===== src/design/mem_dev_pkg.sv =====
`default_nettype none

package mem_dev_pkg;

  localparam int MEM_ADDR_W  = 8;
  localparam int DATA_W      = 32;
  localparam int COUNT_W     = 24;
  localparam int HOST_ADDR_W = 64;

  typedef enum logic {
    FILL,
    READY
  } mem_fill_e;

  // Address step used by both transfer engines
  function automatic logic [MEM_ADDR_W-1:0] step_addr(
    input logic [MEM_ADDR_W-1:0] addr,
    input logic                  inc,
    input logic                  dec
  );
    if (inc) begin
      return addr + 1'b1;
    end
    if (dec) begin
      return addr - 1'b1;
    end
    return addr;
  endfunction

  // Counting pattern wraps after the last memory address
  function automatic logic [DATA_W-1:0] pattern_next(input logic [DATA_W-1:0] prev);
    if (prev == DATA_W'(2**MEM_ADDR_W - 1)) begin
      return '0;
    end
    return prev + 1'b1;
  endfunction

endpackage

`default_nettype wire


===== src/design/ppfifo_pkg.sv =====
`default_nettype none

package ppfifo_pkg;

  localparam int FIFO_ADDR_W = 3;
  localparam int FIFO_DEPTH  = 2**FIFO_ADDR_W;
  localparam int BANKS       = 2;

  typedef enum logic [1:0] {
    EMPTY,
    FILLING,
    FULL,
    DRAINING
  } bank_state_e;

endpackage

`default_nettype wire


===== src/design/ppfifo.sv =====
`timescale 1ns/1ns
`default_nettype none

module ppfifo
  import mem_dev_pkg::*;
  import ppfifo_pkg::*;
(
  input  wire                clk,
  input  wire                rst,
  output logic [BANKS-1:0]   write_ready,
  input  wire  [BANKS-1:0]   write_activate,
  output logic [COUNT_W-1:0] write_size,
  input  wire                write_strobe,
  input  wire  [DATA_W-1:0]  write_data,
  output logic               read_ready,
  input  wire                read_activate,
  output logic [COUNT_W-1:0] read_size,
  input  wire                read_strobe,
  output logic [DATA_W-1:0]  read_data
);

  bank_state_e            state [BANKS];
  logic [FIFO_ADDR_W:0]   count [BANKS];
  logic [DATA_W-1:0]      mem   [BANKS][FIFO_DEPTH];
  logic                   wr_bank;
  // Oldest committed bank
  logic                   head;
  logic [FIFO_ADDR_W-1:0] rd_ptr;

  assign wr_bank    = write_activate[1];
  assign write_size = COUNT_W'(FIFO_DEPTH);
  assign read_ready = (state[head] == FULL);
  assign read_size  = COUNT_W'(count[head]);
  assign read_data  = mem[head][rd_ptr];

  always_comb begin
    for (int i = 0; i < BANKS; i++) begin
      write_ready[i] = (state[i] == EMPTY);
    end
  end

  always_ff @(posedge clk) begin
    if (rst) begin
      head <= 1'b0;
      for (int i = 0; i < BANKS; i++) begin
        state[i] <= EMPTY;
        count[i] <= '0;
      end
    end else begin
      for (int i = 0; i < BANKS; i++) begin
        case (state[i])
          EMPTY, FILLING: begin
            if (write_activate[i]) begin
              state[i] <= FILLING;
              if (write_strobe) begin
                count[i] <= count[i] + 1'b1;
              end
            end else if (state[i] == FILLING) begin
              state[i] <= (count[i] == '0) ? EMPTY : FULL;
              // Becomes head unless the other bank is already waiting or draining
              if (count[i] != '0 && state[BANKS-1-i] inside {EMPTY, FILLING}) begin
                head <= 1'(i);
              end
            end
          end
          FULL: begin
            if (read_activate && head == 1'(i)) begin
              state[i] <= DRAINING;
            end
          end
          DRAINING: begin
            if (!read_activate) begin
              state[i] <= EMPTY;
              count[i] <= '0;
              head     <= ~head;
            end
          end
          default: state[i] <= EMPTY;
        endcase
      end
    end
  end

  always_ff @(posedge clk) begin
    if (write_strobe) begin
      mem[wr_bank][count[wr_bank][FIFO_ADDR_W-1:0]] <= write_data;
    end
  end

  always_ff @(posedge clk) begin
    if (rst || !read_activate) begin
      rd_ptr <= '0;
    end else if (read_strobe) begin
      rd_ptr <= rd_ptr + 1'b1;
    end
  end

  assert property (@(posedge clk) disable iff (rst) !(&write_activate));
  assert property (@(posedge clk) disable iff (rst) write_strobe |-> |write_activate);
  assert property (@(posedge clk) disable iff (rst) read_strobe |-> read_activate);

endmodule

`default_nettype wire


===== config.mk =====
export PLATFORM = sky130hd
export DESIGN_NAME = ppfifo
export DESIGN_NICKNAME = d
export VERILOG_FILES = /design/src/design/mem_dev_pkg.sv /design/src/design/ppfifo_pkg.sv /design/src/design/ppfifo.sv
export SDC_FILE = /design/constraint.sdc
export NUM_CORES = 1
export LEC_CHECK = 0
export BUFFER_PORTS_ARGS = -buffer_cell sky130_fd_sc_hd__buf_4
export CELL_PAD_IN_SITES_DETAIL_PLACEMENT = 1
export CELL_PAD_IN_SITES_GLOBAL_PLACEMENT = 1
export CORE_MARGIN = 5
export CORE_UTILIZATION = 35
export DETAILED_ROUTE_END_ITERATION = 10
export PLACE_DENSITY = 0.67
export REMOVE_ABC_BUFFERS = 1
export SLEW_MARGIN = 20
export SYNTH_ARGS = -nofsm -noshare
export SYNTH_HDL_FRONTEND = slang
export SYNTH_SLANG_ARGS = --single-unit

===== constraint.sdc =====
create_clock -name clk -period 9.9 [get_ports clk]
set_input_delay 0.99 -clock clk [delete_from_list [all_inputs] [get_ports clk]]
set_output_delay 0.99 -clock clk [all_outputs]
set_load 0.01 [all_outputs]

==> metrics.md, run 1 <==
| Metric | Value |
|---|---|
| Status | completed |
| Post-cts sizing count | 0 |
| CP Capture Type | output port |
| Drt first pass iters | 5 |
| Fmax | 0.2137 GHz |
| Crit path to | read_data[9] |
| H-Tree Level Count | 2 |
| Worst-Margin Slew | 0.9655 ns |
| Minimum clock period | 4.680 ns |
| P_leak | 0.007437 uW |
| Cells on worst reg2reg path | 6 |
| Count leader, synth | edfxtp_1 |
| # DRC | 0 |
| Place WS | 5.730 ns |
| Max-cap viol count | 0 |
| Detailed Place HPWL | 23610 um |
| Clk_skew | 0.006647 ns |
| ANT nets after route | 0 |
| Post-synth EDFFs | 520 |
| Area fraction of the dominant cell type after synthesis | 0.7594 |
| FF+latch count, synth | 528 |
| IO Port Bufs | 77 |
| Max_slew headroom | 0.3564 |
| Warnings, synthesis | 0 |
| Setup TNS | 0 ns |
| Worst-path fanout max | 47 |
| Global route overflow | 0 |
| Starting Density | 0.3550 |
| Full die area | 63690 um^2 |
| Routed wire length | 46890 um |
| Yosys top cell by area | edfxtp_1 |
| Number of fill cells | 5535 |
| CP Class | reg -> out |
| Iter 0 DRT Violations | 845 |
| Clock slew at reported path FFs | 0.06 ns |
| Hold Path Class | reg -> reg |
| Crit-path cells | buf_4, buf_4, mux4_2, a22oi_1, nand2_1, buf_4 |
| Share of cells above drive strength 1 | 0.2949 |
| Synth Flop Type | edfxtp_1 |
| Core area | 57920 um^2 |
| Clock buffers created by TritonCTS | 54 |
| Vias per cell | 5.119 |
| Layout area overhead | 15.19% |
| Most used cell, CP | buf_4 |
| Max Slew Vio Count | 0 |
| Netlist Area Pre-Place | 20560 um^2 |
| Crit share post-route | 0.4728 |
| Slowest library cell on the worst path | dfxtp_4 |
| Final nets | 1124 |
| First-pass GRT wire length | 69430 um |
| Power per cell area | 202.9 nW/um^2 |
| Synth top area cells | edfxtp_1 (76%), mux4_2 (14%), a22oi_1 (2.3%) |
| Syn_area_per_cell | 21.11 um^2 |
| # clock sinks | 528 |
| Chip height | 252.4 um |
| Final Setup Violations | 0 |
| CP peak stage delay | 0.75 ns |
| Vias | 9654 |
| Synth cell count leaders | edfxtp_1 (520), mux4_2 (128), a22oi_1 (64) |
| Root Buffer Master | clkbuf_16 |
| Peak supply drop | 0.0001300 V |
| Multi-input logic area | 4449 um^2 |
| Initial antenna violation count | 3 |
| Placer Congestion | 0.7128 |
| Crit path required time | 8.91 ns |
| Final worst setup slack | 5.220 ns |
| IO Pins | 122 |
| Worst-Skew Late Latency | 0.59 ns |
| CTS max path bufs | 3 |
| Netlist cell types | 40 |
| Critical path origin | rd_ptr[0] |
| Hold Buf Count CTS | 0 |
| Critical path arrival | 3.69 ns |
| Gr usage total | 0.1464 |
| Flop2flop setup slack | 7.69 ns |
| RSZ-0062 raised after global routing | false |
| Cells after synthesis | 974 |
| Number of global-route vias before repair | 10.43k |
| Endpoints failing hold | 0 |
| DR WL/cell | 24.86 um |
| Worst hold slack | 0.5600 ns |
| Site Rows | 88 |
| Post-CTS Setup Bufs | 0 |
| CTS tree | done |
| Chip Width | 252.4 um |
| Register area | 15780 um^2 |
| Reg2reg end | state[1][0] |
| Critical Path Source Type | register |
| Ys async rst share | 0 |
| Reg-to-reg startpoint | head |
| Largest net degree at the start of global routing | 92 |
| Sequential fraction of the synthesis area | 0.7672 |
-- critical path, delay by kind of cell, from the launching register on --
| family | cells | cell delay [ns] |
|---|---|---|
| mux | 1 | 0.41 |
| compound gates | 1 | 0.22 |
| simple gates | 1 | 0.15 |
| buf+inv | 3 | 1.51 |
| flops | 1 | 0.75 |
-- layout make-up --
cell class	instances	share of cell area
inverter	13	0.002060
timing repair buffer	100	0.03222
sequential	528	0.6663
multi-input combinational	381	0.1879
clock buffer	69	0.06202
tap	765	0.04041
clock inverter	28	0.008875
antenna	2	0.0002113
-- cells in the final DEF, fill, tap and decap left out, drive strengths merged, types with 3 or more instances in the layout --
cell / n
edfxtp: 520
nand3: 4
nor3: 6
nand2: 50
xor2: 4
clkbuf: 69
o21ai: 5
clkinv: 23
nor2: 30
nor2b: 4
buf: 100
nand3b: 3
mux4: 128
a22oi: 64
xnor2: 3
bufinv: 3
dfxtp: 8
a31oi: 3
conb: 44
a21oi: 6
ha: 7
inv: 15
-- worst min-delay path by stage --
stage | start | end | cells after the start
after global placement | count[1][3] | count[1][3] | 2
after detailed placement | count[1][3] | count[1][3] | 2
after CTS | count[1][3] | count[1][3] | 2
final | count[1][3] | count[1][3] | 2
after global routing | count[1][3] | count[1][3] | 2
after floorplan | count[1][3] | count[1][3] | 2
-- layer usage --
metal / wire (um) / share of wire / up-vias / GRT usage
met5: 11 / 0.00023 / - / 0
li1: - / - / 4145 / -
met3: 2819 / 0.060 / 56 / 0.03375
met1: 20200 / 0.43 / 5177 / 0.2034
met2: 23150 / 0.49 / 274 / 0.2393
met4: 703 / 0.015 / 2 / 0.03040
-- through the flow --
stage / total power, uW / std cells / cell area (um^2) / util
2_1_floorplan: 2812 / 922 / 20130 / -
4_1_cts: 4859 / 1884 / 23670 / 0.4088
6_report: 4805 / 1886 / 23690 / 0.4090
3_3_place_gp: 2921 / 1787 / 21990 / 0.3798
3_5_place_dp: 2930 / 1787 / 21990 / 0.3798
5_1_grt: 4993 / 1884 / 23680 / 0.4089
-- power breakdown --
group          leakage (uW)  internal (uW)  switching (uW)
Combinational       0.00183            162             179
Clock              0.000830           1120             812
Sequential          0.00478           2500            34.2
Total               0.00744           3780            1020
-- sequential cells by signal, indices dropped and copies added (netlist names) --
signal	cells
head	1
mem	512
state	4
count	8
rd_ptr	3
-- logic make-up after synthesis --
kind of cell | Yosys count | share of synthesized area
other | 2 | 0.0003653
and+or+nand+nor | 105 | 0.02209
DFF | 528 | 0.7672
muxes | 131 | 0.1418
adders and majority gates | 7 | 0.004260
AOI/OAI and AO/OA | 87 | 0.03043
buffers and inverters | 107 | 0.03085
xor gates and xnor gates | 7 | 0.002982
(Power assumes the default switching activity.)
==> inputs of run 2 (changes only) <==
--- a/config.mk
+++ b/config.mk
@@ -11,7 +11,7 @@
 export CORE_MARGIN = 5
 export CORE_UTILIZATION = 35
 export DETAILED_ROUTE_END_ITERATION = 10
-export PLACE_DENSITY = 0.67
+export PLACE_DENSITY = 0.69
 export REMOVE_ABC_BUFFERS = 1
 export SLEW_MARGIN = 20
 export SYNTH_ARGS = -nofsm -noshare
==> constraint.sdc (replaced) <==
create_clock -name clk -period 4.2 [get_ports clk]
set_input_delay 0.42 -clock clk [delete_from_list [all_inputs] [get_ports clk]]
set_output_delay 0.42 -clock clk [all_outputs]
set_load 0.01 [all_outputs]
==> metrics.md, run 2 (same netlist as run 1, synthesis figures left out) <==
| Metric | Value |
|---|---|
| Status | completed |
| Chip height | 252.4 um (unchanged) |
| Number of fill cells | 5533 (-0.036%) |
| Final worst setup slack | 0.8027 ns (-4.417 ns) |
| Flop2flop setup slack | 1.79 ns (-5.90 ns) |
| Iter 0 DRT Violations | 796 (-5.8%) |
| Peak supply drop | 0.0003132 V (+140%) |
| P_leak | 0.007556 uW (+1.6%) |
| Hold Path Class | in -> reg |
| Max-cap viol count | 0 (unchanged) |
| Place WS | 1.309 ns (-4.421 ns) |
| Clk_skew | 0.01823 ns (+0.01158 ns) |
| Reg power frac | 0.508 (-0.019) |
| Endpoint, Worst Hold | head |
| Core area | 57920 um^2 (unchanged) |
| Max Slew Vio Count | 0 (unchanged) |
| Clock slew at reported path FFs | 0.06 ns (about the same) |
| Most frequent cells in the layout | edfxtp_1 (520), mux4_2 (128), buf_4 (104), a22oi_1 (64), clkbuf_16 (55) |
| Logic pwr share | 0.072 (about the same) |
| Crit share post-route | 0.8089 |
| DR WL/cell | 25.57 um (+2.8%) |
| Critical hold path startpoint | rst |
| H-Tree Level Count | 2 (unchanged) |
| Vias | 9817 (+1.7%) |
| CP Capture Type | output port |
| Site Rows | 88 (unchanged) |
| Final cell count without fillers | 1896 (+0.53%) |
| Layout Utilization | 0.4136 (+0.004645) |
| Full die area | 63690 um^2 (unchanged) |
| Detailed Place HPWL | 26920 um (+14%) |
| Internal power | 9237 uW (+140%) |
| Hold path cells | 2 (unchanged) |
| Cells on worst reg2reg path | 4 (-2) |
| Overall power | 11740 uW (+140%) |
| Antenna Diode Count | 0 (-2) |
| Layout area overhead | 16.50% |
| Crit-path cells | buf_12, mux4_2, a22oi_1, nand2_1, buf_4 |
| ANT nets after route | 0 (unchanged) |
| # DRC | 0 (unchanged) |
| IO Port Bufs | 77 (unchanged) |
| Largest net degree at the start of global routing | 60 (-35%) |
| Starting Density | 0.3550 (unchanged) |
| Max FFs per register | 512 (unchanged) |
| Power per cell area | 489.9 nW/um^2 (+140%) |
| Post-cts sizing count | 0 (unchanged) |
| IO Pins | 122 (unchanged) |
| Placer Congestion | 0.7056 (-1.0%) |
| CP peak stage delay | 0.87 ns (+0.12 ns) |
| Endpoints failing hold | 0 (unchanged) |
| Fmax | 0.2944 GHz |
| Worst-Skew Late Latency | 0.60 ns (about the same) |
| Worst-Margin Slew | 1.004 ns (+0.03823 ns) |
| Root Buffer Master | clkbuf_16 |
| Most common cell after layout, fill and taps aside | edfxtp_1 |
| Chip Width | 252.4 um (unchanged) |
| Slowest library cell on the worst path | dfxtp_4 |
| CTS max path bufs | 3 (unchanged) |
| Max_slew headroom | 0.3293 (-0.02707) |
| Reg2reg end | mem[0][160] |
| Minimum clock period | 3.397 ns |
| Critical path arrival | 2.98 ns (-0.71 ns) |
| Final Setup Violations | 0 (unchanged) |
| Share of cells above drive strength 1 | 0.3042 (+0.009249) |
| Vias per cell | 5.178 (+1.2%) |
| Crit path required time | 3.78 ns (-5.13 ns) |
| Critical Path Source Type | register |
| Drt first pass iters | 5 (unchanged) |
| Switching pwr | 2499 uW (+140%) |
| Share of power burned in the clock network | 0.420 (+0.018) |
| Routed wire length | 48480 um (+3.4%) |
| Number of global-route vias before repair | 10.53k (+0.91%) |
| Global route overflow | 0 (unchanged) |
| RSZ-0062 raised after global routing | false |
| Post-CTS Setup Bufs | 0 (unchanged) |
| # clock sinks | 528 (unchanged) |
| Initial antenna violation count | 3 (unchanged) |
| CP Class | reg -> out |
| Switching power share of the total | 0.2130 (-0.0003555) |
| Final nets | 1132 (+0.71%) |
| First-pass GRT wire length | 71940 um (+3.6%) |
| Gr usage total | 0.1515 (+0.005140) |
| CTS tree | done |
| Hold Buf Count CTS | 0 (unchanged) |
| Reg-to-reg startpoint | count[0][2] |
| Worst-path fanout max | 45 (-4.3%) |
| Clock buffers created by TritonCTS | 53 (-1.9%) |
| Dpl cells | 1795 (+0.45%) |
==> run 2: cell count changes in the layout (fill, tap and decap cells not counted), sizes merged <==
| cell | change |
|---|---|
| buf | +9 |
| bufinv | +6 |
| clkbuf | -5 |
| clkinv | -2 |
| clkinvlp | +3 |
| diode | -2 |
| inv | +1 |
==> run 2: power by group through the flow <==
stage               combinational [uW]  sequential [uW]  clock (uW)
floorplan                          513             6120           0
global placement                   837             6070           0
detailed placement                 856             6080           0
CTS                                859             5970        5040
global route                       912             5970        5280
finish                             843             5960        4930
==> run 2: final cells by class <==
cell class              count  area [um^2]  area share
multi-input cells         381         4451      0.1858
clock inverters            36        416.7     0.01739
inverters                  13        48.80    0.002037
flip-flops and latches    528        15780      0.6589
well taps                 765        957.2     0.03996
clock buffers              64         1410     0.05887
repair buffers            109        888.4     0.03709
==> run 2: worst max path at each step <==
stage / start / to / slack, ns / cells past startpoint
after floorplan: head / read_data[0] / -2.66 / 3
after global placement: head / read_data[6] / 1.33 / 5
after detailed placement: head / read_data[6] / 1.31 / 5
after CTS: head / read_data[6] / 0.66 / 5
after global routing: head / read_data[7] / 0.55 / 5
final: head / read_data[7] / 0.80 / 5
==> run 2: worst max-delay path, delay by kind of cell (launching register included) <==
| kind | cells | cell delay, ns |
|---|---|---|
| simple gates | 1 | 0.14 |
| mux | 1 | 0.55 |
| compound gates | 1 | 0.19 |
| buf+inv | 2 | 0.50 |
| flops | 1 | 0.87 |
==> run 2: routing by layer <==
| metal | routed length (um) | track usage | vias to the layer above |
|---|---|---|---|
| li1 | - | - | 4156 |
| met3 | 2582 | 0.03005 | 53 |
| met4 | 620 | 0.02838 | 6 |
| met1 | 21420 | 0.2152 | 5340 |
| met5 | 46 | 0 | - |
| met2 | 23810 | 0.2478 | 262 |
==> run 2: per-stage QoR <==
step / cell area, um^2 / hold slack (ns) / TNS (ns)
final: 23950 / 0.09858 / 0
after global placement: 22090 / 0.5459 / 0
after detailed placement: 22090 / 0.5509 / 0
after CTS: 23920 / 0.05722 / 0
after global routing: 23950 / 0.08321 / 0
after floorplan: 20130 / 0.4891 / -118.93
==> inputs of run 3 (changes only) <==
--- a/config.mk
+++ b/config.mk
@@ -11,7 +11,7 @@
 export CORE_MARGIN = 5
 export CORE_UTILIZATION = 35
 export DETAILED_ROUTE_END_ITERATION = 10
-export PLACE_DENSITY = 0.69
+export PLACE_DENSITY = 0.67
 export REMOVE_ABC_BUFFERS = 1
 export SLEW_MARGIN = 20
 export SYNTH_ARGS = -nofsm -noshare
==> constraint.sdc (replaced) <==
create_clock -name clk -period 3.19 [get_ports clk]
set_input_delay 0.319 -clock clk [delete_from_list [all_inputs] [get_ports clk]]
set_output_delay 0.319 -clock clk [all_outputs]
set_load 0.01 [all_outputs]
==> metrics.md, run 3 (same netlist as run 1, synthesis figures left out) <==
| Metric | Value |
|---|---|
| Reg2reg end | state[1][0] |
| Peak supply drop | 0.0003638 V (+16%) |
| Worst-Skew Late Latency | 0.58 ns (-0.02 ns) |
| Critical path arrival | 2.62 ns (-0.36 ns) |
| Post-cts sizing count | 0 (unchanged) |
| Critical hold path startpoint | write_data[31] |
| Core area | 57920 um^2 (unchanged) |
| RSZ-0062 raised after global routing | false |
| Number of global-route vias before repair | 10.60k (+0.68%) |
| Critical Path Source Type | register |
| Layout Utilization | 0.4123 (-0.001296) |
| Endpoint, Worst Hold | mem[0][255] |
| Detailed Place HPWL | 25990 um (-3.4%) |
| Place WS | 0.8411 ns (-0.4677 ns) |
| Largest net degree at the start of global routing | 53 (-12%) |
| Clock slew at reported path FFs | 0.06 ns (about the same) |
| Max-cap viol count | 0 (unchanged) |
| Final worst setup slack | 0.2537 ns (-0.5491 ns) |
| Fmax | 0.3406 GHz |
| Placer Congestion | 0.7644 (+8.3%) |
| H-Tree Level Count | 2 (unchanged) |
| Vias per cell | 5.197 (+0.36%) |
| Max FFs per register | 512 (unchanged) |
| Reg power frac | 0.525 (+0.017) |
| Final nets | 1139 (+0.62%) |
| Setup TNS | 0 ns (unchanged) |
| Crit share post-route | 0.9205 |
| Gr usage total | 0.1490 (-0.002534) |
| CTS max path bufs | 3 (unchanged) |
| Hold path cells | 1 (-1) |
| Flop2flop setup slack | 1.09 ns (-0.70 ns) |
| Clk_skew | 0.02040 ns (+0.002170 ns) |
| Max Slew Vio Count | 0 (unchanged) |
| Initial antenna violation count | 4 (+1) |
| Final Setup Violations | 0 (unchanged) |
| Chip height | 252.4 um (unchanged) |
| Hold Path Class | in -> reg |
| Reg-to-reg startpoint | head |
| Most common cell after layout, fill and taps aside | edfxtp_1 |
| Root Buffer Master | clkbuf_16 |
| Most frequent cells in the layout | edfxtp_1 (520), mux4_2 (128), buf_4 (104), a22oi_1 (64), clkbuf_16 (53) |
| P_leak | 0.007523 uW (-0.44%) |
| IO Pins | 122 (unchanged) |
| Worst-path fanout max | 26 (-42%) |
| Post-CTS Setup Bufs | 0 (unchanged) |
| Iter 0 DRT Violations | 853 (+7.2%) |
| Switching power share of the total | 0.2170 (+0.004018) |
| Power per cell area | 623.9 nW/um^2 (+27%) |
| Site Rows | 88 (unchanged) |
| First-pass GRT wire length | 71190 um (-1.0%) |
| Vias | 9889 (+0.73%) |
| Share of power burned in the clock network | 0.398 (-0.022) |
| Full die area | 63690 um^2 (unchanged) |
| Logic pwr share | 0.077 (+0.005) |
| CP Class | reg -> out |
| Status | completed |
| Switching pwr | 3233 uW (+29%) |
| IO Port Bufs | 77 (unchanged) |
| ANT nets after route | 0 (unchanged) |
| Share of cells above drive strength 1 | 0.3017 (-0.002485) |
| Starting Density | 0.3550 (unchanged) |
| Drt first pass iters | 5 (unchanged) |
| CTS tree | done |
| CP Capture Type | output port |
| Clock buffers created by TritonCTS | 52 (-1.9%) |
| Overall power | 14900 uW (+27%) |
| Minimum clock period | 2.936 ns |
| Crit path required time | 2.87 ns (-0.91 ns) |
| Internal power | 11670 uW (+26%) |
| Routed wire length | 48170 um (-0.63%) |
| Layout area overhead | 16.14% |
| # clock sinks | 528 (unchanged) |
| Chip Width | 252.4 um (unchanged) |
| # DRC | 0 (unchanged) |
| Cells on worst reg2reg path | 7 (+3) |
| Global route overflow | 0 (unchanged) |
| Max_slew headroom | 0.4576 (+0.1283) |
| Worst-Margin Slew | 0.8118 ns (-0.1919 ns) |
| DR WL/cell | 25.31 um (-1.0%) |
| Endpoints failing hold | 0 (unchanged) |
## run 3: cell types whose count changed in the layout (fill, tap and decap cells not counted), sizes merged
| cell | change |
|---|---|
| bufinv | -5 |
| dlygate4sd3 | +5 |
| clkinv | +3 |
| buf | +3 |
| inv | +1 |
| clkbuf | -1 |
| diode | +1 |
## run 3: worst max-delay path: stages (launching register included)
cell and delay [ns]:
dfxtp_4 0.63, buf_4 0.44, mux4_2 0.38, a22oi_1 0.26, nand2_1 0.15, buf_4 0.17
## run 3: how the worst max path moves through the flow
stage          cells after the start  slack [ns]      start             to
2_1_floorplan                      3       -3.57       head   read_data[0]
3_3_place_gp                       5        0.87       head  read_data[25]
3_5_place_dp                       5        0.84  rd_ptr[1]   read_data[6]
4_1_cts                            5        0.18       head  read_data[18]
5_1_grt                            5         0.1       head  read_data[18]
6_report                           5        0.25  rd_ptr[0]  read_data[18]
## run 3: stage by stage
step | cell area (um^2) | hold slack (ns) | instances
after floorplan | 20130 | 0.3881 | 922
after global placement | 22170 | 0.5436 | 1799
after detailed placement | 22170 | 0.5633 | 1799
after CTS | 23880 | 0.001588 | 1902
after global routing | 23880 | 0.01595 | 1902
final | 23880 | 0.04021 | 1903
## run 3: power groups by stage
stage / registers [uW] / logic [uW] / clock network [uW]
2_1_floorplan: 8050 / 676 / 0
3_3_place_gp: 7960 / 1140 / 0
3_5_place_dp: 7970 / 1160 / 0
4_1_cts: 7830 / 1170 / 6070
5_1_grt: 7830 / 1240 / 6380
6_report: 7820 / 1140 / 5930
## run 3: repair_timing
item | CTS | global route
hold buffers | 5 | 0
endpoints found under the setup margin | 0 | 0
endpoints found under the hold margin | 44 | 0
## run 3: layout make-up
cell class | count | area [um^2]
diodes | 1 | 2.502
clock buffers | 63 | 1364
clock inverters | 35 | 290.3
fillers | 5539 | 34040
inverters | 13 | 48.80
multi-input cells | 381 | 4443
flip-flops and latches | 528 | 15780
well taps | 765 | 957.2
repair buffers | 117 | 991.0
## run 3: metal layers
layer / wire length [um] / up-vias / GRT usage
li1: - / 4162 / -
met1: 20310 / 5348 / 0.2050
met2: 23900 / 317 / 0.2480
met3: 3191 / 56 / 0.03190
met4: 731 / 6 / 0.03040
met5: 32 / - / 0
